===== src/verilog/dcore_pkg.sv =====
package dcore_pkg;

    ////////////////////////////////////////////////////////////
    // datapath and control sizes
    ////////////////////////////////////////////////////////////

    localparam int N_LANES     = 4;
    localparam int ADC_W       = 8;
    localparam int SYM_W       = 2;
    localparam int WORD_BITS   = N_LANES * SYM_W;
    localparam int N_PI        = 4;
    localparam int PI_W        = 9;
    localparam int MAX_SEL_W   = 5;
    localparam int PI_SCALE_SH = 4;
    localparam int CNT_W       = 32;
    localparam int VALID_WAIT  = 32;
    localparam int WAIT_CNT_W  = $clog2(VALID_WAIT);
    localparam int APB_AW      = 8;
    localparam int APB_DW      = 32;

    // x^7 + x^6 + 1
    localparam int PRBS_N   = 7;
    localparam int PRBS_TAP = 6;

    typedef logic signed [ADC_W-1:0]            adc_code_t;
    typedef logic [N_LANES*ADC_W-1:0]           adc_bus_t;
    typedef logic signed [ADC_W-1:0]            slice_lvl_t;
    typedef logic [N_LANES*SYM_W-1:0]           sym_bus_t;
    typedef logic [PI_W-1:0]                    pi_code_t;
    typedef logic [N_PI*PI_W-1:0]               pi_bus_t;
    typedef logic [N_PI*MAX_SEL_W-1:0]          max_sel_bus_t;
    typedef logic [CNT_W-1:0]                   cnt_t;
    typedef logic [APB_AW-1:0]                  apb_addr_t;

    typedef enum logic [1:0] {
        PRBS_IDLE  = 2'd0,
        PRBS_SEED  = 2'd1,
        PRBS_CHECK = 2'd2
    } prbs_state_t;

    // gray coded pam4 levels
    localparam logic [SYM_W-1:0] SYM_P3 = 2'b10;
    localparam logic [SYM_W-1:0] SYM_P1 = 2'b11;
    localparam logic [SYM_W-1:0] SYM_M1 = 2'b01;
    localparam logic [SYM_W-1:0] SYM_M3 = 2'b00;

    ////////////////////////////////////////////////////////////
    // register map
    ////////////////////////////////////////////////////////////

    localparam apb_addr_t REG_CTRL       = 8'h00;
    localparam apb_addr_t REG_SLICE      = 8'h04;
    localparam apb_addr_t REG_PI_MAX_SEL = 8'h08;
    localparam apb_addr_t REG_PI_OFF_01  = 8'h0C;
    localparam apb_addr_t REG_PI_OFF_23  = 8'h10;
    localparam apb_addr_t REG_PRBS_ERR   = 8'h14;
    localparam apb_addr_t REG_PRBS_TOTAL = 8'h18;
    localparam apb_addr_t REG_STATUS     = 8'h1C;

    localparam int CTRL_EN_BIT  = 0;
    localparam int CTRL_CLR_BIT = 1;

    localparam logic [MAX_SEL_W-1:0] MAX_SEL_RST = '1;

endpackage


===== src/verilog/dcore_regs.sv =====
`timescale 1ns/100ps

module dcore_regs import dcore_pkg::*; (
    input  logic              clk_adc,
    input  logic              cdr_rstb,

    // apb slave
    input  logic              psel_i,
    input  logic              penable_i,
    input  logic              pwrite_i,
    input  apb_addr_t         paddr_i,
    input  logic [APB_DW-1:0] pwdata_i,
    output logic [APB_DW-1:0] prdata_o,
    output logic              pready_o,
    output logic              pslverr_o,

    // status from the datapath
    input  cnt_t              prbs_err_i,
    input  cnt_t              prbs_total_i,
    input  logic              prbs_locked_i,
    input  logic              ctl_valid_i,

    // settings to the datapath
    output slice_lvl_t        slice_low_o,
    output slice_lvl_t        slice_mid_o,
    output slice_lvl_t        slice_high_o,
    output logic              prbs_en_o,
    output logic              prbs_clear_o,
    output max_sel_bus_t      pi_max_sel_o,
    output pi_bus_t           pi_offset_o
);

    logic              access;
    logic              addr_hit;
    logic              wr_en;
    logic [APB_DW-1:0] rd_data;

    logic              prbs_en_q;
    logic              prbs_clear_q;
    slice_lvl_t        slice_low_q;
    slice_lvl_t        slice_mid_q;
    slice_lvl_t        slice_high_q;
    max_sel_bus_t      max_sel_q;
    pi_bus_t           offset_q;

    // access phase of a zero-wait transfer
    assign access = psel_i & penable_i;
    assign wr_en  = access & pwrite_i & addr_hit;

    ////////////////////////////////////////////////////////////
    // decode and read-back
    ////////////////////////////////////////////////////////////

    always_comb begin
        addr_hit = 1'b1;
        rd_data  = '0;
        case (paddr_i)
            REG_CTRL: begin
                rd_data[CTRL_EN_BIT] = prbs_en_q;
            end
            REG_SLICE: begin
                rd_data[3*ADC_W-1:0] = {slice_high_q, slice_mid_q, slice_low_q};
            end
            REG_PI_MAX_SEL: begin
                rd_data[N_PI*MAX_SEL_W-1:0] = max_sel_q;
            end
            REG_PI_OFF_01: begin
                rd_data[0 +: PI_W]  = offset_q[0 +: PI_W];
                rd_data[16 +: PI_W] = offset_q[PI_W +: PI_W];
            end
            REG_PI_OFF_23: begin
                rd_data[0 +: PI_W]  = offset_q[2*PI_W +: PI_W];
                rd_data[16 +: PI_W] = offset_q[3*PI_W +: PI_W];
            end
            REG_PRBS_ERR:   rd_data = prbs_err_i;
            REG_PRBS_TOTAL: rd_data = prbs_total_i;
            REG_STATUS: begin
                rd_data[1:0] = {prbs_locked_i, ctl_valid_i};
            end
            default: addr_hit = 1'b0;
        endcase
    end

    assign prdata_o  = (access && !pwrite_i) ? rd_data : '0;
    assign pslverr_o = access & ~addr_hit;
    assign pready_o  = 1'b1;

    ////////////////////////////////////////////////////////////
    // writable settings
    ////////////////////////////////////////////////////////////

    always_ff @(posedge clk_adc or negedge cdr_rstb) begin
        if (!cdr_rstb) begin
            prbs_en_q    <= 1'b0;
            prbs_clear_q <= 1'b0;
            slice_low_q  <= '0;
            slice_mid_q  <= '0;
            slice_high_q <= '0;
            max_sel_q    <= {N_PI{MAX_SEL_RST}};
            offset_q     <= '0;
        end else begin
            // write-one clear, high for one cycle only
            prbs_clear_q <= wr_en && (paddr_i == REG_CTRL) && pwdata_i[CTRL_CLR_BIT];
            if (wr_en) begin
                case (paddr_i)
                    REG_CTRL: prbs_en_q <= pwdata_i[CTRL_EN_BIT];
                    REG_SLICE: begin
                        slice_low_q  <= pwdata_i[0 +: ADC_W];
                        slice_mid_q  <= pwdata_i[ADC_W +: ADC_W];
                        slice_high_q <= pwdata_i[2*ADC_W +: ADC_W];
                    end
                    REG_PI_MAX_SEL: max_sel_q <= pwdata_i[N_PI*MAX_SEL_W-1:0];
                    REG_PI_OFF_01: begin
                        offset_q[0 +: PI_W]    <= pwdata_i[0 +: PI_W];
                        offset_q[PI_W +: PI_W] <= pwdata_i[16 +: PI_W];
                    end
                    REG_PI_OFF_23: begin
                        offset_q[2*PI_W +: PI_W] <= pwdata_i[0 +: PI_W];
                        offset_q[3*PI_W +: PI_W] <= pwdata_i[16 +: PI_W];
                    end
                    default: ;
                endcase
            end
        end
    end

    assign slice_low_o  = slice_low_q;
    assign slice_mid_o  = slice_mid_q;
    assign slice_high_o = slice_high_q;
    assign prbs_en_o    = prbs_en_q;
    assign prbs_clear_o = prbs_clear_q;
    assign pi_max_sel_o = max_sel_q;
    assign pi_offset_o  = offset_q;

endmodule


===== src/verilog/pam4_slicer.sv =====
`timescale 1ns/100ps

module pam4_slicer import dcore_pkg::*; (
    input  logic       clk_adc,
    input  logic       cdr_rstb,
    input  adc_bus_t   adc_codes_i,
    input  slice_lvl_t slice_low_i,
    input  slice_lvl_t slice_mid_i,
    input  slice_lvl_t slice_high_i,
    output sym_bus_t   syms_o
);

    sym_bus_t syms_d;

    // signed three-level decision, gray mapped
    function automatic logic [SYM_W-1:0] slice_sym(
        input adc_code_t  code,
        input slice_lvl_t lvl_lo,
        input slice_lvl_t lvl_mid,
        input slice_lvl_t lvl_hi
    );
        if (code > lvl_hi) begin
            return SYM_P3;
        end else if (code > lvl_mid) begin
            return SYM_P1;
        end else if (code > lvl_lo) begin
            return SYM_M1;
        end
        return SYM_M3;
    endfunction

    for (genvar l = 0; l < N_LANES; l++) begin : g_lane
        assign syms_d[l*SYM_W +: SYM_W] = slice_sym(
            adc_code_t'(adc_codes_i[l*ADC_W +: ADC_W]),
            slice_low_i,
            slice_mid_i,
            slice_high_i
        );
    end

    // one cycle from codes to symbols
    always_ff @(posedge clk_adc or negedge cdr_rstb) begin
        if (!cdr_rstb) begin
            syms_o <= '0;
        end else begin
            syms_o <= syms_d;
        end
    end

endmodule


===== src/verilog/sym_prbs_checker.sv =====
`timescale 1ns/100ps

module sym_prbs_checker import dcore_pkg::*; (
    input  logic     clk_adc,
    input  logic     cdr_rstb,
    input  sym_bus_t syms_i,
    input  logic     prbs_en_i,
    input  logic     prbs_clear_i,
    output cnt_t     err_cnt_o,
    output cnt_t     total_cnt_o,
    output logic     locked_o
);

    prbs_state_t                      state_q;
    logic [PRBS_N-1:0]                hist_q;
    logic [PRBS_N-1:0]                hist_nxt;
    logic [$clog2(WORD_BITS+1)-1:0]   word_errs;
    logic                             rx_bit;
    cnt_t                             err_q;
    cnt_t                             total_q;

    ////////////////////////////////////////////////////////////
    // self-synchronizing check over one word
    ////////////////////////////////////////////////////////////

    // hist[0] is the newest bit, hist[PRBS_N-1] the oldest
    always_comb begin
        hist_nxt  = hist_q;
        word_errs = '0;
        rx_bit    = 1'b0;
        for (int t = 0; t < WORD_BITS; t++) begin
            // lane t/2 in time order, msb first
            rx_bit = syms_i[SYM_W*(t/SYM_W) + (SYM_W-1) - (t%SYM_W)];
            if (rx_bit != (hist_nxt[PRBS_N-1] ^ hist_nxt[PRBS_TAP-1])) begin
                word_errs = word_errs + 1'b1;
            end
            hist_nxt = {hist_nxt[PRBS_N-2:0], rx_bit};
        end
    end

    // history follows the received stream
    always_ff @(posedge clk_adc) begin
        if (state_q != PRBS_IDLE) begin
            hist_q <= hist_nxt;
        end
    end

    ////////////////////////////////////////////////////////////
    // state and counters
    ////////////////////////////////////////////////////////////

    always_ff @(posedge clk_adc or negedge cdr_rstb) begin
        if (!cdr_rstb) begin
            state_q <= PRBS_IDLE;
            err_q   <= '0;
            total_q <= '0;
        end else begin
            if (prbs_clear_i) begin
                err_q   <= '0;
                total_q <= '0;
            end else if (prbs_en_i && state_q == PRBS_CHECK) begin
                err_q   <= err_q + cnt_t'(word_errs);
                total_q <= total_q + cnt_t'(WORD_BITS);
            end

            // counters hold while disabled
            if (!prbs_en_i) begin
                state_q <= PRBS_IDLE;
            end else if (prbs_clear_i) begin
                state_q <= PRBS_SEED;
            end else begin
                case (state_q)
                    PRBS_IDLE: state_q <= PRBS_SEED;
                    PRBS_SEED: state_q <= PRBS_CHECK;
                    default:   state_q <= PRBS_CHECK;
                endcase
            end
        end
    end

    assign err_cnt_o   = err_q;
    assign total_cnt_o = total_q;
    assign locked_o    = (state_q == PRBS_CHECK);

endmodule


===== src/verilog/pi_ctl_mapper.sv =====
`timescale 1ns/100ps

module pi_ctl_mapper import dcore_pkg::*; (
    input  logic         clk_adc,
    input  logic         cdr_rstb,
    input  pi_bus_t      pi_ctl_i,
    input  max_sel_bus_t pi_max_sel_i,
    input  pi_bus_t      pi_offset_i,
    output pi_bus_t      pi_ctl_o,
    output logic         ctl_valid_o
);

    logic [WAIT_CNT_W-1:0] wait_cnt_q;
    logic                  ctl_valid_q;

    ////////////////////////////////////////////////////////////
    // per-output scale and offset
    ////////////////////////////////////////////////////////////

    for (genvar j = 0; j < N_PI; j++) begin : g_pi
        logic [PI_W:0] sel_ext;
        pi_code_t      scale;
        pi_code_t      code_mod;
        pi_code_t      pi_q;

        // (sel + 1) * 16 - 1, never below 15
        assign sel_ext  = (PI_W+1)'(pi_max_sel_i[j*MAX_SEL_W +: MAX_SEL_W]);
        assign scale    = pi_code_t'(((sel_ext + 1'b1) << PI_SCALE_SH) - 1'b1);
        assign code_mod = pi_ctl_i[j*PI_W +: PI_W] % scale;

        // wraps modulo 2^PI_W
        always_ff @(posedge clk_adc or negedge cdr_rstb) begin
            if (!cdr_rstb) begin
                pi_q <= '0;
            end else begin
                pi_q <= code_mod + pi_offset_i[j*PI_W +: PI_W];
            end
        end

        assign pi_ctl_o[j*PI_W +: PI_W] = pi_q;
    end

    ////////////////////////////////////////////////////////////
    // valid after the post-reset wait
    ////////////////////////////////////////////////////////////

    always_ff @(posedge clk_adc or negedge cdr_rstb) begin
        if (!cdr_rstb) begin
            wait_cnt_q  <= '0;
            ctl_valid_q <= 1'b0;
        end else begin
            if (wait_cnt_q != WAIT_CNT_W'(VALID_WAIT - 1)) begin
                wait_cnt_q <= wait_cnt_q + 1'b1;
            end
            // counter full after edge 31, so valid rises on edge 32
            ctl_valid_q <= (wait_cnt_q == WAIT_CNT_W'(VALID_WAIT - 1));
        end
    end

    assign ctl_valid_o = ctl_valid_q;

endmodule


===== src/verilog/digital_core.sv =====
`timescale 1ns/100ps

module digital_core import dcore_pkg::*; (
    input  logic              clk_adc,
    input  logic              cdr_rstb,

    // apb
    input  logic              psel_i,
    input  logic              penable_i,
    input  logic              pwrite_i,
    input  apb_addr_t         paddr_i,
    input  logic [APB_DW-1:0] pwdata_i,
    output logic [APB_DW-1:0] prdata_o,
    output logic              pready_o,
    output logic              pslverr_o,

    // datapath
    input  adc_bus_t          adc_codes_i,
    input  pi_bus_t           pi_ctl_i,
    output pi_bus_t           pi_ctl_o,
    output logic              ctl_valid_o
);

    slice_lvl_t   slice_low;
    slice_lvl_t   slice_mid;
    slice_lvl_t   slice_high;
    logic         prbs_en;
    logic         prbs_clear;
    max_sel_bus_t pi_max_sel;
    pi_bus_t      pi_offset;
    sym_bus_t     syms;
    cnt_t         prbs_err;
    cnt_t         prbs_total;
    logic         prbs_locked;

    ////////////////////////////////////////////////////////////
    // control
    ////////////////////////////////////////////////////////////

    dcore_regs regs_inst (
        .clk_adc       (clk_adc),
        .cdr_rstb      (cdr_rstb),
        .psel_i        (psel_i),
        .penable_i     (penable_i),
        .pwrite_i      (pwrite_i),
        .paddr_i       (paddr_i),
        .pwdata_i      (pwdata_i),
        .prdata_o      (prdata_o),
        .pready_o      (pready_o),
        .pslverr_o     (pslverr_o),
        .prbs_err_i    (prbs_err),
        .prbs_total_i  (prbs_total),
        .prbs_locked_i (prbs_locked),
        .ctl_valid_i   (ctl_valid_o),
        .slice_low_o   (slice_low),
        .slice_mid_o   (slice_mid),
        .slice_high_o  (slice_high),
        .prbs_en_o     (prbs_en),
        .prbs_clear_o  (prbs_clear),
        .pi_max_sel_o  (pi_max_sel),
        .pi_offset_o   (pi_offset)
    );

    ////////////////////////////////////////////////////////////
    // datapath
    ////////////////////////////////////////////////////////////

    pam4_slicer slicer_inst (
        .clk_adc      (clk_adc),
        .cdr_rstb     (cdr_rstb),
        .adc_codes_i  (adc_codes_i),
        .slice_low_i  (slice_low),
        .slice_mid_i  (slice_mid),
        .slice_high_i (slice_high),
        .syms_o       (syms)
    );

    // raw slicer symbols only
    sym_prbs_checker prbs_checker_inst (
        .clk_adc      (clk_adc),
        .cdr_rstb     (cdr_rstb),
        .syms_i       (syms),
        .prbs_en_i    (prbs_en),
        .prbs_clear_i (prbs_clear),
        .err_cnt_o    (prbs_err),
        .total_cnt_o  (prbs_total),
        .locked_o     (prbs_locked)
    );

    pi_ctl_mapper pi_mapper_inst (
        .clk_adc      (clk_adc),
        .cdr_rstb     (cdr_rstb),
        .pi_ctl_i     (pi_ctl_i),
        .pi_max_sel_i (pi_max_sel),
        .pi_offset_i  (pi_offset),
        .pi_ctl_o     (pi_ctl_o),
        .ctl_valid_o  (ctl_valid_o)
    );

endmodule


===== config.mk =====
export PLATFORM = sky130hd
export DESIGN_NAME = digital_core
export DESIGN_NICKNAME = d
export VERILOG_FILES = /design/src/verilog/dcore_pkg.sv /design/src/verilog/dcore_regs.sv /design/src/verilog/pam4_slicer.sv /design/src/verilog/sym_prbs_checker.sv /design/src/verilog/pi_ctl_mapper.sv /design/src/verilog/digital_core.sv
export SDC_FILE = /design/constraint.sdc
export NUM_CORES = 1
export LEC_CHECK = 0
export BUFFER_PORTS_ARGS = -buffer_cell sky130_fd_sc_hd__buf_4
export CAP_MARGIN = 5
export CELL_PAD_IN_SITES_DETAIL_PLACEMENT = 2
export CELL_PAD_IN_SITES_GLOBAL_PLACEMENT = 2
export CORE_AREA = 3 3 220 222
export CTS_CLUSTER_DIAMETER = 200
export DETAILED_ROUTE_END_ITERATION = 12
export DIE_AREA = 0 0 223 225
export PLACE_DENSITY = 0.91
export SLEW_MARGIN = 20
export SYNTH_ARGS = -nofsm -noshare
export SYNTH_HDL_FRONTEND = slang
export SYNTH_SLANG_ARGS = --single-unit

===== constraint.sdc =====
create_clock -name clk_adc -period 17.05 [get_ports clk_adc]
set_input_delay 1.705 -clock clk_adc [delete_from_list [all_inputs] [get_ports clk_adc]]
set_output_delay 1.705 -clock clk_adc [all_outputs]
set_load 0.03 [all_outputs]

==> impl_metrics.prom, run 1 <==
# TYPE chip_impl_metric gauge
chip_impl_metric{name="static-leakage-power",unit="nW"} 9.68
chip_impl_metric{name="first_global_vias",unit=""} 22609
chip_impl_metric{name="drive_above_1_share",unit=""} 0.174
chip_impl_metric{name="number_of_synthesized_flops_with_an_enable_pin",unit=""} 7
chip_impl_metric{name="number_of_nets_in_the_synthesized_netlist",unit=""} 2507
chip_impl_info{name="layout_common_cells",value="215 x sky130_fd_sc_hd__ha_1, 189 x sky130_fd_sc_hd__buf_4, 176 x sky130_fd_sc_hd__nor2_1"} 1
chip_impl_info{name="layout_commonest_cell",value="sky130_fd_sc_hd__ha_1"} 1
chip_impl_metric{name="synth.ff_latch_count",unit=""} 202
chip_impl_metric{name="synth_area",unit="mm^2"} 0.0191
chip_impl_metric{name="number_of_drc_markers_after_the_initial_detailed_route_iteration",unit=""} 1707
chip_impl_metric{name="die_width",unit="um"} 223
chip_impl_metric{name="floorplan.initialDensity",unit=""} 0.410
chip_impl_metric{name="power_switching",unit="uW"} 673
chip_impl_metric{name="drc",unit=""} 0
chip_impl_metric{name="cts_hold_buffers",unit=""} 0
chip_impl_metric{name="antenna_found_initial",unit=""} 4
chip_impl_info{name="clock-root-buffer",value="sky130_fd_sc_hd__clkbuf_16"} 1
chip_impl_metric{name="clk_path_buf_depth",unit=""} 3
chip_impl_metric{name="final.setup.tns",unit="ns"} 0
chip_impl_metric{name="floorplan.die_area",unit="mm^2"} 0.0502
chip_impl_metric{name="yosys.cell_types.count",unit=""} 98
chip_impl_metric{name="core_region_area",unit="mm^2"} 0.0466
chip_impl_metric{name="slowest_delay",unit="ns"} 0.78
chip_impl_metric{name="cts.clk_slew.worst_paths",unit="ns"} 0.07
chip_impl_metric{name="cts-resized-gates",unit=""} 0
chip_impl_metric{name="finalWirelength",unit="um"} 95000
chip_impl_metric{name="finish.utilization",unit=""} 0.470
chip_impl_metric{name="syn-mean-instance-area",unit="um^2"} 8.78
chip_impl_metric{name="grt-ovfl-total",unit=""} 0
chip_impl_metric{name="number_of_maximum_capacitance_constraint_violations",unit=""} 0
chip_impl_info{name="crit_slowest_cell",value="sky130_fd_sc_hd__nor4b_1"} 1
chip_impl_metric{name="finalClockSkew",unit="ns"} 0.0319
chip_impl_metric{name="postCtsSetupBuffers",unit=""} 0
chip_impl_metric{name="setup_ws",unit="ns"} 2.34
chip_impl_metric{name="p_int",unit="mW"} 1.07
chip_impl_metric{name="buffer_ports.inserted",unit=""} 175
chip_impl_metric{name="async_reset_ff_frac",unit=""} 0.965
chip_impl_metric{name="yosysWarningCount",unit=""} 0
chip_impl_metric{name="max-vdd-ir-drop",unit="mV"} 0.0705
chip_impl_metric{name="timing.critical_path.arrival",unit="ns"} 15.17
chip_impl_metric{name="detailed_place_hpwl",unit="um"} 64800
chip_impl_metric{name="final_hold_viol_count",unit=""} 0
chip_impl_metric{name="fin_crit",unit="ns"} 14.71
chip_impl_info{name="synthFlopType",value="sky130_fd_sc_hd__dfrtp_1"} 1
chip_impl_metric{name="finish.net_count",unit=""} 2660
chip_impl_metric{name="top_level_ports",unit=""} 184
chip_impl_metric{name="avgRoutedWirePerCell",unit="um"} 32.1
chip_impl_metric{name="pre_cts_slack",unit="ns"} 2.77
chip_impl_info{name="post_synth_main_area_contributors",value="sky130_fd_sc_hd__dfrtp_1 23%, sky130_fd_sc_hd__ha_1 14%, sky130_fd_sc_hd__mux2_2 6.3%"} 1
chip_impl_info{name="critical_path.startpoint_type",value="input port"} 1
chip_impl_metric{name="slew-limit-headroom",unit=""} 0.273
chip_impl_metric{name="swShare",unit=""} 0.386
chip_impl_metric{name="synthCells",unit=""} 2174
chip_impl_info{name="min_path_type",value="reg2reg"} 1
chip_impl_metric{name="yosys.area.top_type_share",unit=""} 0.230
chip_impl_info{name="critPathMostFrequentCell",value="sky130_fd_sc_hd__ha_1"} 1
chip_impl_metric{name="grt_pass1_wl",unit="um"} 145000
chip_impl_metric{name="h-tree-depth",unit=""} 1
chip_impl_metric{name="worstPathRequired",unit="ns"} 17.50
chip_impl_metric{name="tightestPinTransition",unit="ns"} 1.08
chip_impl_metric{name="vias",unit=""} 19881
chip_impl_metric{name="slew_viol_final",unit=""} 0
chip_impl_info{name="critical_path.endpoint_type",value="register"} 1
chip_impl_info{name="tritoncts",value="done"} 1
chip_impl_metric{name="finalSetupViolations",unit=""} 0
chip_impl_metric{name="drt-vias-per-instance",unit=""} 6.73
chip_impl_metric{name="ys_seq_area_frac",unit=""} 0.268
chip_impl_metric{name="part_of_the_total_power_dissipated_in_combinational_logic",unit=""} 0.362
chip_impl_metric{name="layout-area-overhead-vs-synth",unit="%"} 14.7
chip_impl_info{name="run_status",value="completed"} 1
chip_impl_metric{name="rows",unit=""} 79
chip_impl_metric{name="maxClockFrequency",unit="GHz"} 0.0680
chip_impl_metric{name="cts_sinks",unit=""} 202
chip_impl_metric{name="grt_util_all_layers",unit=""} 0.369
chip_impl_metric{name="floorplan.die.height",unit="um"} 225
chip_impl_metric{name="timing.critical_path.fanout_max",unit=""} 12
chip_impl_metric{name="antenna_violating_nets_post_route",unit=""} 0
chip_impl_info{name="timing.setup.critical_path_class",value="in2reg"} 1
chip_impl_metric{name="maximum_number_of_pins_on_one_net_before_global_route_repair",unit=""} 72
chip_impl_info{name="grt_setup_unrepaired",value="no"} 1
chip_impl_metric{name="power.clock.fraction",unit=""} 0.333
chip_impl_metric{name="last_weighted_congestion_value_of_the_routability_driven_placer",unit=""} 0.893
chip_impl_metric{name="p_per_area",unit="mW/mm^2"} 79.6
chip_impl_metric{name="sequentialPowerShare",unit=""} 0.306
chip_impl_metric{name="drt_first_pass_iters",unit=""} 6
chip_impl_info{name="synthDominantAreaCellType",value="sky130_fd_sc_hd__dfrtp_1"} 1
chip_impl_metric{name="period_share",unit=""} 0.863
chip_impl_metric{name="clkLatencyLatePin",unit="ns"} 0.59
chip_impl_metric{name="cts_inserted_buffers",unit=""} 25
-- routing by layer --
layer	global-route usage	vias to the layer above	share of wire
met5	0	-	0.00014
met4	0.248	2	0.078
met3	0.0748	488	0.065
met2	0.643	1067	0.49
met1	0.406	10081	0.37
li1	-	8243	-
-- metrics by stage --
step,hold slack [ns],std cells,cell area (um^2),power (mW)
final,0.481,2956,21900,1.74
after global routing,0.496,2954,21900,1.80
after CTS,0.484,2952,21900,1.74
after detailed placement,0.473,2907,21000,1.12
after global placement,0.453,2907,21000,1.06
after floorplan,0.438,2174,19100,0.907
-- final cells by class --
type / count / area (um^2)
antenna: 4 / 10.0
fill: 4998 / 24700
clock inverter: 10 / 126
tap: 607 / 759
timing repair buffer: 190 / 1430
inverter: 113 / 424
clock buffer: 35 / 713
sequential: 202 / 5120
multi-input combinational: 1795 / 13300
-- worst max-delay path: cells and delay by family --
kind / cells / cell delay (ns)
buffers and inverters: 4 / 0.35
xor gates and xnor gates: 3 / 0.60
and+or+nand+nor: 13 / 3.63
AOI/OAI and AO/OA: 21 / 5.15
adders and majority gates: 7 / 2.52
muxes: 4 / 1.16
-- logic make-up after synthesis --
group / Yosys count / synth area share
DFF: 202 / 0.268
xor gates and xnor gates: 218 / 0.100
muxes: 122 / 0.0714
AOI/OAI and AO/OA: 533 / 0.190
buffers and inverters: 177 / 0.0363
other: 1 / 0.000197
adders and majority gates: 221 / 0.147
and+or+nand+nor: 700 / 0.187
-- cells in the mapped netlist (34+ instances only) --
cell type / instances
sky130_fd_sc_hd__xnor2_1: 117
sky130_fd_sc_hd__o21ai_0: 92
sky130_fd_sc_hd__clkbuf_1: 50
sky130_fd_sc_hd__dfrtp_1: 175
sky130_fd_sc_hd__nand3_1: 77
sky130_fd_sc_hd__a21oi_1: 150
sky130_fd_sc_hd__xor2_1: 101
sky130_fd_sc_hd__a22oi_1: 63
sky130_fd_sc_hd__mux2_2: 106
sky130_fd_sc_hd__and3_1: 41
sky130_fd_sc_hd__ha_1: 215
sky130_fd_sc_hd__inv_1: 111
sky130_fd_sc_hd__nor2b_1: 45
sky130_fd_sc_hd__a31oi_1: 34
sky130_fd_sc_hd__nand2_1: 145
sky130_fd_sc_hd__nor2_1: 178
sky130_fd_sc_hd__nand4_1: 35
-- power groups by stage --
| stage | Sequential, mW | Combinational, mW | Clock (mW) |
|---|---|---|---|
| 3_3_place_gp | 0.538 | 0.525 | 0 |
| 2_1_floorplan | 0.585 | 0.322 | 0 |
| 6_report | 0.532 | 0.630 | 0.580 |
| 4_1_cts | 0.532 | 0.621 | 0.582 |
| 3_5_place_dp | 0.539 | 0.582 | 0 |
| 5_1_grt | 0.534 | 0.671 | 0.599 |
-- final timing paths --
path | startpoint | end | cells after the start | slack, ns
max in group asynchronous | cdr_rstb | pi_mapper_inst.g_pi[3].pi_q[0]$_DFF_PN0_ | 2 | 14.41
min in group asynchronous | cdr_rstb | regs_inst.slice_mid_o[5]$_DFFE_PN0P_ | 1 | 1.11
hold reg to reg | pi_mapper_inst.wait_cnt_q[3]$_DFFE_PN0N_ | pi_mapper_inst.wait_cnt_q[3]$_DFFE_PN0N_ | 1 | 0.48
hold / removal | pi_mapper_inst.wait_cnt_q[3]$_DFFE_PN0N_ | pi_mapper_inst.wait_cnt_q[3]$_DFFE_PN0N_ | 1 | 0.48
setup reg to reg | regs_inst.pi_max_sel_o[14]$_DFFE_PN1P_ | pi_mapper_inst.g_pi[2].pi_q[8]$_DFF_PN0_ | 55 | 2.83
setup / recovery | pi_ctl_i[17] | pi_mapper_inst.g_pi[1].pi_q[8]$_DFF_PN0_ | 52 | 2.34
-- flip-flops by register name, indices dropped and copies added, names as in the netlist, 2 cells and up --
signal,count
pi_mapper_inst.wait_cnt_q,5
regs_inst.slice_mid_o,8
prbs_checker_inst.total_cnt_o,29
regs_inst.slice_low_o,8
regs_inst.pi_offset_o,36
prbs_checker_inst.err_cnt_o,32
prbs_checker_inst.hist_q,7
regs_inst.pi_max_sel_o,20
regs_inst.slice_high_o,8
pi_mapper_inst.g_pi.pi_q,36
slicer_inst.syms_o,8
prbs_checker_inst.state_q,2
No activity file was read; power rests on OpenSTA's default activity.
==> inputs of run 2 (changes only) <==
- CORE_AREA: 3 3 220 222 -> 3 3 218 220
- CTS_BUF_LIST: not set -> sky130_fd_sc_hd__clkbuf_4 sky130_fd_sc_hd__clkbuf_8
- DIE_AREA: 0 0 223 225 -> 0 0 221 223
- PLACE_DENSITY: 0.91 -> 0.93
==> run 2 against run 1 <==
Sequential share of layout area about the same. Clock power increased by 2%. First-iteration DRC count rose by 25%. Die area decreased by 1.8%. Final cell count is 0.58% higher. Fmax shrank 0.71%. Combinational power up 2%. Global-route usage grew 2.8 points. Critical path depth is the same. Critical path type unchanged. Critical endpoint unchanged.
==> impl_metrics.prom, run 2 (same netlist as run 1, synthesis figures left out) <==
# TYPE chip_impl_metric gauge
chip_impl_metric{name="p_int",unit="mW"} 1.05
chip_impl_metric{name="final_hold_viol_count",unit=""} 0
chip_impl_metric{name="drt-vias-per-instance",unit=""} 7.00
chip_impl_metric{name="antenna_violating_nets_post_route",unit=""} 0
chip_impl_metric{name="finalWirelength",unit="um"} 105000
chip_impl_metric{name="sequentialPowerShare",unit=""} 0.301
chip_impl_metric{name="grt-ovfl-total",unit=""} 0
chip_impl_info{name="critical_path_origin",value="pi_ctl_i[17]"} 1
chip_impl_metric{name="cts_inserted_buffers",unit=""} 40
chip_impl_metric{name="setup_ws",unit="ns"} 2.23
chip_impl_metric{name="tightestPinTransition",unit="ns"} 1.09
chip_impl_metric{name="regToRegSetupSlack",unit="ns"} 2.63
chip_impl_metric{name="buffer_ports.inserted",unit=""} 175
chip_impl_info{name="critical_path.endpoint_type",value="register"} 1
chip_impl_metric{name="maximum_number_of_pins_on_one_net_before_global_route_repair",unit=""} 77
chip_impl_metric{name="antenna_found_initial",unit=""} 3
chip_impl_metric{name="detailed_place_hpwl",unit="um"} 67300
chip_impl_info{name="crit_slowest_cell",value="sky130_fd_sc_hd__nor4b_1"} 1
chip_impl_metric{name="floorplan.die.height",unit="um"} 223
chip_impl_metric{name="ff2ff_path_depth",unit=""} 52
chip_impl_metric{name="finalClockSkew",unit="ns"} 0.0361
chip_impl_metric{name="p_per_area",unit="mW/mm^2"} 80.9
chip_impl_metric{name="die_width",unit="um"} 221
chip_impl_info{name="critPathMostFrequentCell",value="sky130_fd_sc_hd__ha_1"} 1
chip_impl_metric{name="floorplan.initialDensity",unit=""} 0.420
chip_impl_metric{name="final.setup.tns",unit="ns"} 0
chip_impl_metric{name="drt_first_pass_iters",unit=""} 9
chip_impl_info{name="layout_commonest_cell",value="sky130_fd_sc_hd__ha_1"} 1
chip_impl_metric{name="swShare",unit=""} 0.410
chip_impl_metric{name="post-layout-total-power",unit="mW"} 1.77
chip_impl_metric{name="drive_above_1_share",unit=""} 0.185
chip_impl_metric{name="clkLatencyLatePin",unit="ns"} 0.66
chip_impl_metric{name="floorplan.die_area",unit="mm^2"} 0.0493
chip_impl_metric{name="worstPathRequired",unit="ns"} 17.59
chip_impl_info{name="timing.setup.critical_path_class",value="in2reg"} 1
chip_impl_metric{name="static-leakage-power",unit="nW"} 9.72
chip_impl_metric{name="slowest_delay",unit="ns"} 0.64
chip_impl_metric{name="grt_pass1_wl",unit="um"} 152000
chip_impl_metric{name="period_share",unit=""} 0.869
chip_impl_info{name="tritoncts",value="done"} 1
chip_impl_metric{name="finalSetupViolations",unit=""} 0
chip_impl_metric{name="number_of_maximum_capacitance_constraint_violations",unit=""} 0
chip_impl_metric{name="rows",unit=""} 78
chip_impl_metric{name="top_level_ports",unit=""} 184
chip_impl_info{name="clock-root-buffer",value="sky130_fd_sc_hd__clkbuf_8"} 1
chip_impl_info{name="critPathCapture",value="pi_mapper_inst.g_pi[1].pi_q[8]$_DFF_PN0_"} 1
chip_impl_info{name="grt_setup_unrepaired",value="no"} 1
chip_impl_metric{name="part_of_the_total_power_dissipated_in_combinational_logic",unit=""} 0.364
chip_impl_metric{name="fin_crit",unit="ns"} 14.82
chip_impl_metric{name="drc",unit=""} 0
chip_impl_metric{name="slew-limit-headroom",unit=""} 0.275
chip_impl_info{name="min_path_type",value="reg2reg"} 1
chip_impl_metric{name="timing.critical_path.fanout_max",unit=""} 12
chip_impl_metric{name="clk_path_buf_depth",unit=""} 3
chip_impl_metric{name="cts-resized-gates",unit=""} 0
chip_impl_metric{name="grt_util_all_layers",unit=""} 0.397
chip_impl_info{name="run_status",value="completed"} 1
chip_impl_info{name="layout_common_cells",value="215 x sky130_fd_sc_hd__ha_1, 187 x sky130_fd_sc_hd__buf_4, 176 x sky130_fd_sc_hd__nor2_1"} 1
chip_impl_metric{name="maxClockFrequency",unit="GHz"} 0.0675
chip_impl_metric{name="pre_cts_slack",unit="ns"} 2.96
chip_impl_metric{name="finish.net_count",unit=""} 2674
chip_impl_info{name="regToRegStartpoint",value="regs_inst.pi_max_sel_o[14]$_DFFE_PN1P_"} 1
chip_impl_metric{name="power_switching",unit="uW"} 725
chip_impl_metric{name="avgRoutedWirePerCell",unit="um"} 35.3
chip_impl_metric{name="h-tree-depth",unit=""} 2
chip_impl_metric{name="core_region_area",unit="mm^2"} 0.0455
chip_impl_metric{name="cts.clk_slew.worst_paths",unit="ns"} 0.07
chip_impl_metric{name="timing.critical_path.arrival",unit="ns"} 15.36
chip_impl_info{name="worstReg2RegEnd",value="pi_mapper_inst.g_pi[2].pi_q[8]$_DFF_PN0_"} 1
chip_impl_metric{name="last_weighted_congestion_value_of_the_routability_driven_placer",unit=""} 0.884
chip_impl_info{name="critical_path.startpoint_type",value="input port"} 1
chip_impl_metric{name="vias",unit=""} 20819
chip_impl_metric{name="first_global_vias",unit=""} 23213
chip_impl_metric{name="layout-area-overhead-vs-synth",unit="%"} 14.8
chip_impl_metric{name="postCtsSetupBuffers",unit=""} 0
chip_impl_metric{name="power.clock.fraction",unit=""} 0.334
chip_impl_metric{name="cts_sinks",unit=""} 202
chip_impl_metric{name="max-vdd-ir-drop",unit="mV"} 0.0569
chip_impl_metric{name="slew_viol_final",unit=""} 0
chip_impl_metric{name="cts_hold_buffers",unit=""} 0
chip_impl_metric{name="number_of_drc_markers_after_the_initial_detailed_route_iteration",unit=""} 2129
run 2: worst min path at each step:
stage | cells past startpoint | from | end | slack [ns]
2_1_floorplan | 1 | pi_mapper_inst.wait_cnt_q[3]$_DFFE_PN0N_ | pi_mapper_inst.wait_cnt_q[3]$_DFFE_PN0N_ | 0.44
3_3_place_gp | 0 | slicer_inst.syms_o[6]$_DFF_PN0_ | prbs_checker_inst.hist_q[0]$_DFFE_PN_ | 0.45
3_5_place_dp | 1 | pi_mapper_inst.wait_cnt_q[3]$_DFFE_PN0N_ | pi_mapper_inst.wait_cnt_q[3]$_DFFE_PN0N_ | 0.48
4_1_cts | 0 | slicer_inst.syms_o[7]$_DFF_PN0_ | prbs_checker_inst.hist_q[1]$_DFFE_PN_ | 0.51
5_1_grt | 0 | slicer_inst.syms_o[7]$_DFF_PN0_ | prbs_checker_inst.hist_q[1]$_DFFE_PN_ | 0.51
6_report | 0 | slicer_inst.syms_o[7]$_DFF_PN0_ | prbs_checker_inst.hist_q[1]$_DFFE_PN_ | 0.50
run 2: power by group through the flow:
stage          Clock, mW  Sequential [mW]  Combinational [mW]
2_1_floorplan          0            0.585               0.322
3_3_place_gp           0            0.538               0.522
3_5_place_dp           0            0.540               0.587
4_1_cts            0.581            0.533               0.623
5_1_grt            0.605            0.536               0.683
6_report           0.592            0.534               0.645
run 2: metrics by stage:
| step | hold slack, ns | instances | area [um^2] | util |
|---|---|---|---|---|
| floorplan | 0.438 | 2174 | 19100 | - |
| global placement | 0.451 | 2898 | 21000 | 0.462 |
| detailed placement | 0.482 | 2898 | 21000 | 0.462 |
| CTS | 0.506 | 2971 | 21900 | 0.480 |
| global route | 0.508 | 2973 | 21900 | 0.481 |
| finish | 0.503 | 2973 | 21900 | 0.481 |
run 2: metal layers:
metal  GRT usage  vias up  wire length [um]
met2       0.686     1431             49500
met1       0.418    10442             37500
met3       0.103      672              8010
met4       0.292        4              9980
li1            -     8270                 -
met5    0.000978        -                36
run 2: layout make-up:
class	count	area, um^2
tap	600	751
inverter	113	424
multi-input combinational	1795	13300
timing repair buffer	189	1450
clock buffer	60	751
sequential	202	5120
clock inverter	13	93.8
antenna	1	2.50
fill	4958	23600
run 2: critical path, delay by kind of cell:
family | cells | cell delay, ns
AO/OA/AOI/OAI | 21 | 5.18
AND/OR/NAND/NOR | 13 | 3.68
adder cells (fa/ha/maj) | 7 | 2.56
multiplexers | 4 | 1.17
XOR/XNOR | 3 | 0.59
buffers and inverters | 4 | 0.40
==> inputs of run 3 (changes only) <==
- REMOVE_ABC_BUFFERS: not set -> 1
==> run 3 against run 2 <==
Die area unchanged. Non-clock buffer count shrank 1. Hold slack got worse by 0.015 ns. Clock power is 2% lower. Sequential power shrank 0.9%. Register-to-register slack got worse by 0.14 ns. Highest routed layer unchanged.
==> impl_metrics.prom, run 3 (same netlist as run 1, synthesis figures left out) <==
# TYPE chip_impl_metric gauge
chip_impl_info{name="critical_path_origin",value="pi_ctl_i[25]"} 1
chip_impl_info{name="clock-root-buffer",value="sky130_fd_sc_hd__clkbuf_8"} 1
chip_impl_metric{name="period_share",unit=""} 0.868
chip_impl_metric{name="timing.critical_path.fanout_max",unit=""} 13
chip_impl_info{name="critical_path.endpoint_type",value="register"} 1
chip_impl_metric{name="cts-resized-gates",unit=""} 0
chip_impl_metric{name="drt-vias-per-instance",unit=""} 6.81
chip_impl_metric{name="antenna_found_initial",unit=""} 1
chip_impl_metric{name="core_region_area",unit="mm^2"} 0.0455
chip_impl_metric{name="final_hold_viol_count",unit=""} 0
chip_impl_metric{name="cts_sinks",unit=""} 202
chip_impl_metric{name="fin_area",unit="mm^2"} 0.0219
chip_impl_metric{name="buffer_ports.inserted",unit=""} 175
chip_impl_metric{name="layout.filler_cells",unit=""} 4940
chip_impl_metric{name="clkLatencyLatePin",unit="ns"} 0.64
chip_impl_metric{name="grt_pass1_wl",unit="um"} 149000
chip_impl_metric{name="finalSetupViolations",unit=""} 0
chip_impl_metric{name="cts_hold_buffers",unit=""} 0
chip_impl_metric{name="combined_area_of_the_multi_input_logic_cells",unit="mm^2"} 0.0133
chip_impl_info{name="tritoncts",value="done"} 1
chip_impl_metric{name="detailed_place_hpwl",unit="um"} 64300
chip_impl_metric{name="floorplan.die.height",unit="um"} 223
chip_impl_metric{name="tightestPinTransition",unit="ns"} 1.24
chip_impl_info{name="layout_common_cells",value="215 x sky130_fd_sc_hd__ha_1, 187 x sky130_fd_sc_hd__buf_4, 176 x sky130_fd_sc_hd__nor2_1"} 1
chip_impl_metric{name="post-place-cells",unit=""} 2898
chip_impl_metric{name="last_weighted_congestion_value_of_the_routability_driven_placer",unit=""} 0.880
chip_impl_metric{name="final.setup.tns",unit="ns"} 0
chip_impl_metric{name="timing.critical_path.arrival",unit="ns"} 15.35
chip_impl_metric{name="drive_above_1_share",unit=""} 0.184
chip_impl_metric{name="max-vdd-ir-drop",unit="mV"} 0.0701
chip_impl_info{name="regToRegStartpoint",value="regs_inst.pi_max_sel_o[14]$_DFFE_PN1P_"} 1
chip_impl_metric{name="maxClockFrequency",unit="GHz"} 0.0676
chip_impl_metric{name="drt_first_pass_iters",unit=""} 6
chip_impl_metric{name="postCtsSetupBuffers",unit=""} 0
chip_impl_metric{name="layout-area-overhead-vs-synth",unit="%"} 14.7
chip_impl_info{name="run_status",value="completed"} 1
chip_impl_metric{name="antenna_violating_nets_post_route",unit=""} 0
chip_impl_metric{name="drc",unit=""} 0
chip_impl_metric{name="finalWirelength",unit="um"} 98900
chip_impl_info{name="min-delay-start",value="slicer_inst.syms_o[2]$_DFF_PN0_"} 1
chip_impl_metric{name="static-leakage-power",unit="nW"} 9.71
chip_impl_info{name="grt_setup_unrepaired",value="no"} 1
chip_impl_metric{name="grt_util_all_layers",unit=""} 0.387
chip_impl_metric{name="top_level_ports",unit=""} 184
chip_impl_metric{name="fin_hold_ws",unit="ns"} 0.488
chip_impl_metric{name="die_width",unit="um"} 221
chip_impl_info{name="critPathMostFrequentCell",value="sky130_fd_sc_hd__ha_1"} 1
chip_impl_metric{name="first_global_vias",unit=""} 23238
chip_impl_metric{name="number_of_maximum_capacitance_constraint_violations",unit=""} 0
chip_impl_metric{name="postPlaceCellArea",unit="mm^2"} 0.0210
chip_impl_metric{name="cts.clk_slew.worst_paths",unit="ns"} 0.06
chip_impl_metric{name="floorplan.initialDensity",unit=""} 0.420
chip_impl_metric{name="rows",unit=""} 78
chip_impl_metric{name="floorplan.die_area",unit="mm^2"} 0.0493
chip_impl_metric{name="seq_area",unit="mm^2"} 0.00512
chip_impl_metric{name="h-tree-depth",unit=""} 2
chip_impl_metric{name="slew-limit-headroom",unit=""} 0.173
chip_impl_metric{name="cts_inserted_buffers",unit=""} 40
chip_impl_metric{name="worstPathRequired",unit="ns"} 17.59
chip_impl_metric{name="p_per_area",unit="mW/mm^2"} 80.1
chip_impl_metric{name="avgRoutedWirePerCell",unit="um"} 33.3
chip_impl_metric{name="maximum_number_of_pins_on_one_net_before_global_route_repair",unit=""} 73
chip_impl_info{name="timing.setup.critical_path_class",value="in2reg"} 1
chip_impl_info{name="crit_slowest_cell",value="sky130_fd_sc_hd__o21ai_0"} 1
chip_impl_metric{name="vias",unit=""} 20247
chip_impl_info{name="layout_commonest_cell",value="sky130_fd_sc_hd__ha_1"} 1
chip_impl_metric{name="slowest_delay",unit="ns"} 0.70
chip_impl_metric{name="finalClockSkew",unit="ns"} 0.0637
chip_impl_info{name="min_path_type",value="reg2reg"} 1
chip_impl_metric{name="finish.net_count",unit=""} 2673
chip_impl_metric{name="slew_viol_final",unit=""} 0
chip_impl_metric{name="number_of_drc_markers_after_the_initial_detailed_route_iteration",unit=""} 1678
chip_impl_info{name="critical_path.startpoint_type",value="input port"} 1
chip_impl_metric{name="clk_path_buf_depth",unit=""} 3
chip_impl_metric{name="fin_crit",unit="ns"} 14.80
chip_impl_metric{name="finish.utilization",unit=""} 0.481
chip_impl_metric{name="final_cell_count_without_fillers",unit=""} 2973
chip_impl_metric{name="grt-ovfl-total",unit=""} 0
==> run 3: changes by cell type in the layout (fill, tap and decap cells not counted) <==
cell	delta
sky130_fd_sc_hd__clkbuf_8	-4
sky130_fd_sc_hd__clkbuf_4	+3
sky130_fd_sc_hd__clkinv_2	-3
sky130_fd_sc_hd__clkinv_1	+2
sky130_fd_sc_hd__buf_16	-1
sky130_fd_sc_hd__bufinv_16	+1
sky130_fd_sc_hd__clkinvlp_4	+1
sky130_fd_sc_hd__inv_8	+1
sky130_fd_sc_hd__nor4_1	-1
sky130_fd_sc_hd__nor4_4	+1
==> run 3: report_power, final <==
part	leakage, nW	switching [mW]	internal (mW)
logic	6.69	0.412	0.233
clock network	0.450	0.276	0.304
registers	2.57	0.0167	0.512
==> run 3: cell type report <==
type | instances | area share
clock inverters | 15 | 0.00617
multi-input cells | 1795 | 0.609
flip-flops and latches | 202 | 0.234
well taps | 600 | 0.0343
diodes | 1 | 0.000114
clock buffers | 59 | 0.0328
inverters | 113 | 0.0194
repair buffers | 188 | 0.0648
==> run 3: final timing paths <==
check / slack (ns) / cells past startpoint / endpoint
min in group asynchronous: 1.11 / 1 / pi_mapper_inst.wait_cnt_q[2]$_DFFE_PN0N_
max in group asynchronous: 13.68 / 3 / regs_inst.slice_low_o[6]$_DFFE_PN0P_
min: 0.49 / 0 / prbs_checker_inst.hist_q[4]$_DFFE_PN_
min reg2reg: 0.49 / 0 / prbs_checker_inst.hist_q[4]$_DFFE_PN_
max: 2.25 / 54 / pi_mapper_inst.g_pi[2].pi_q[8]$_DFF_PN0_
max reg2reg: 2.49 / 52 / pi_mapper_inst.g_pi[2].pi_q[8]$_DFF_PN0_
==> run 3: routing by layer <==
layer / global-route usage / vias up / wire length (um)
met5: 0 / - / 14
met4: 0.288 / 2 / 8630
met3: 0.0804 / 554 / 6770
met2: 0.680 / 1219 / 48400
met1: 0.411 / 10204 / 35100
li1: - / 8268 / -
==> run 3: metrics by stage <==
step	total power, mW	setup WS, ns
2_1_floorplan	0.902	4.78
3_3_place_gp	1.06	3.70
3_5_place_dp	1.13	2.32
4_1_cts	1.74	2.15
5_1_grt	1.81	1.69
6_report	1.75	2.25
==> run 3: worst max-delay path: cells and delay by family <==
kind	cells	cell delay (ns)
xor gates and xnor gates	7	1.46
adders and majority gates	6	1.95
and+or+nand+nor	18	4.22
AOI/OAI and AO/OA	19	5.10
muxes	1	0.41
buffers and inverters	3	0.48
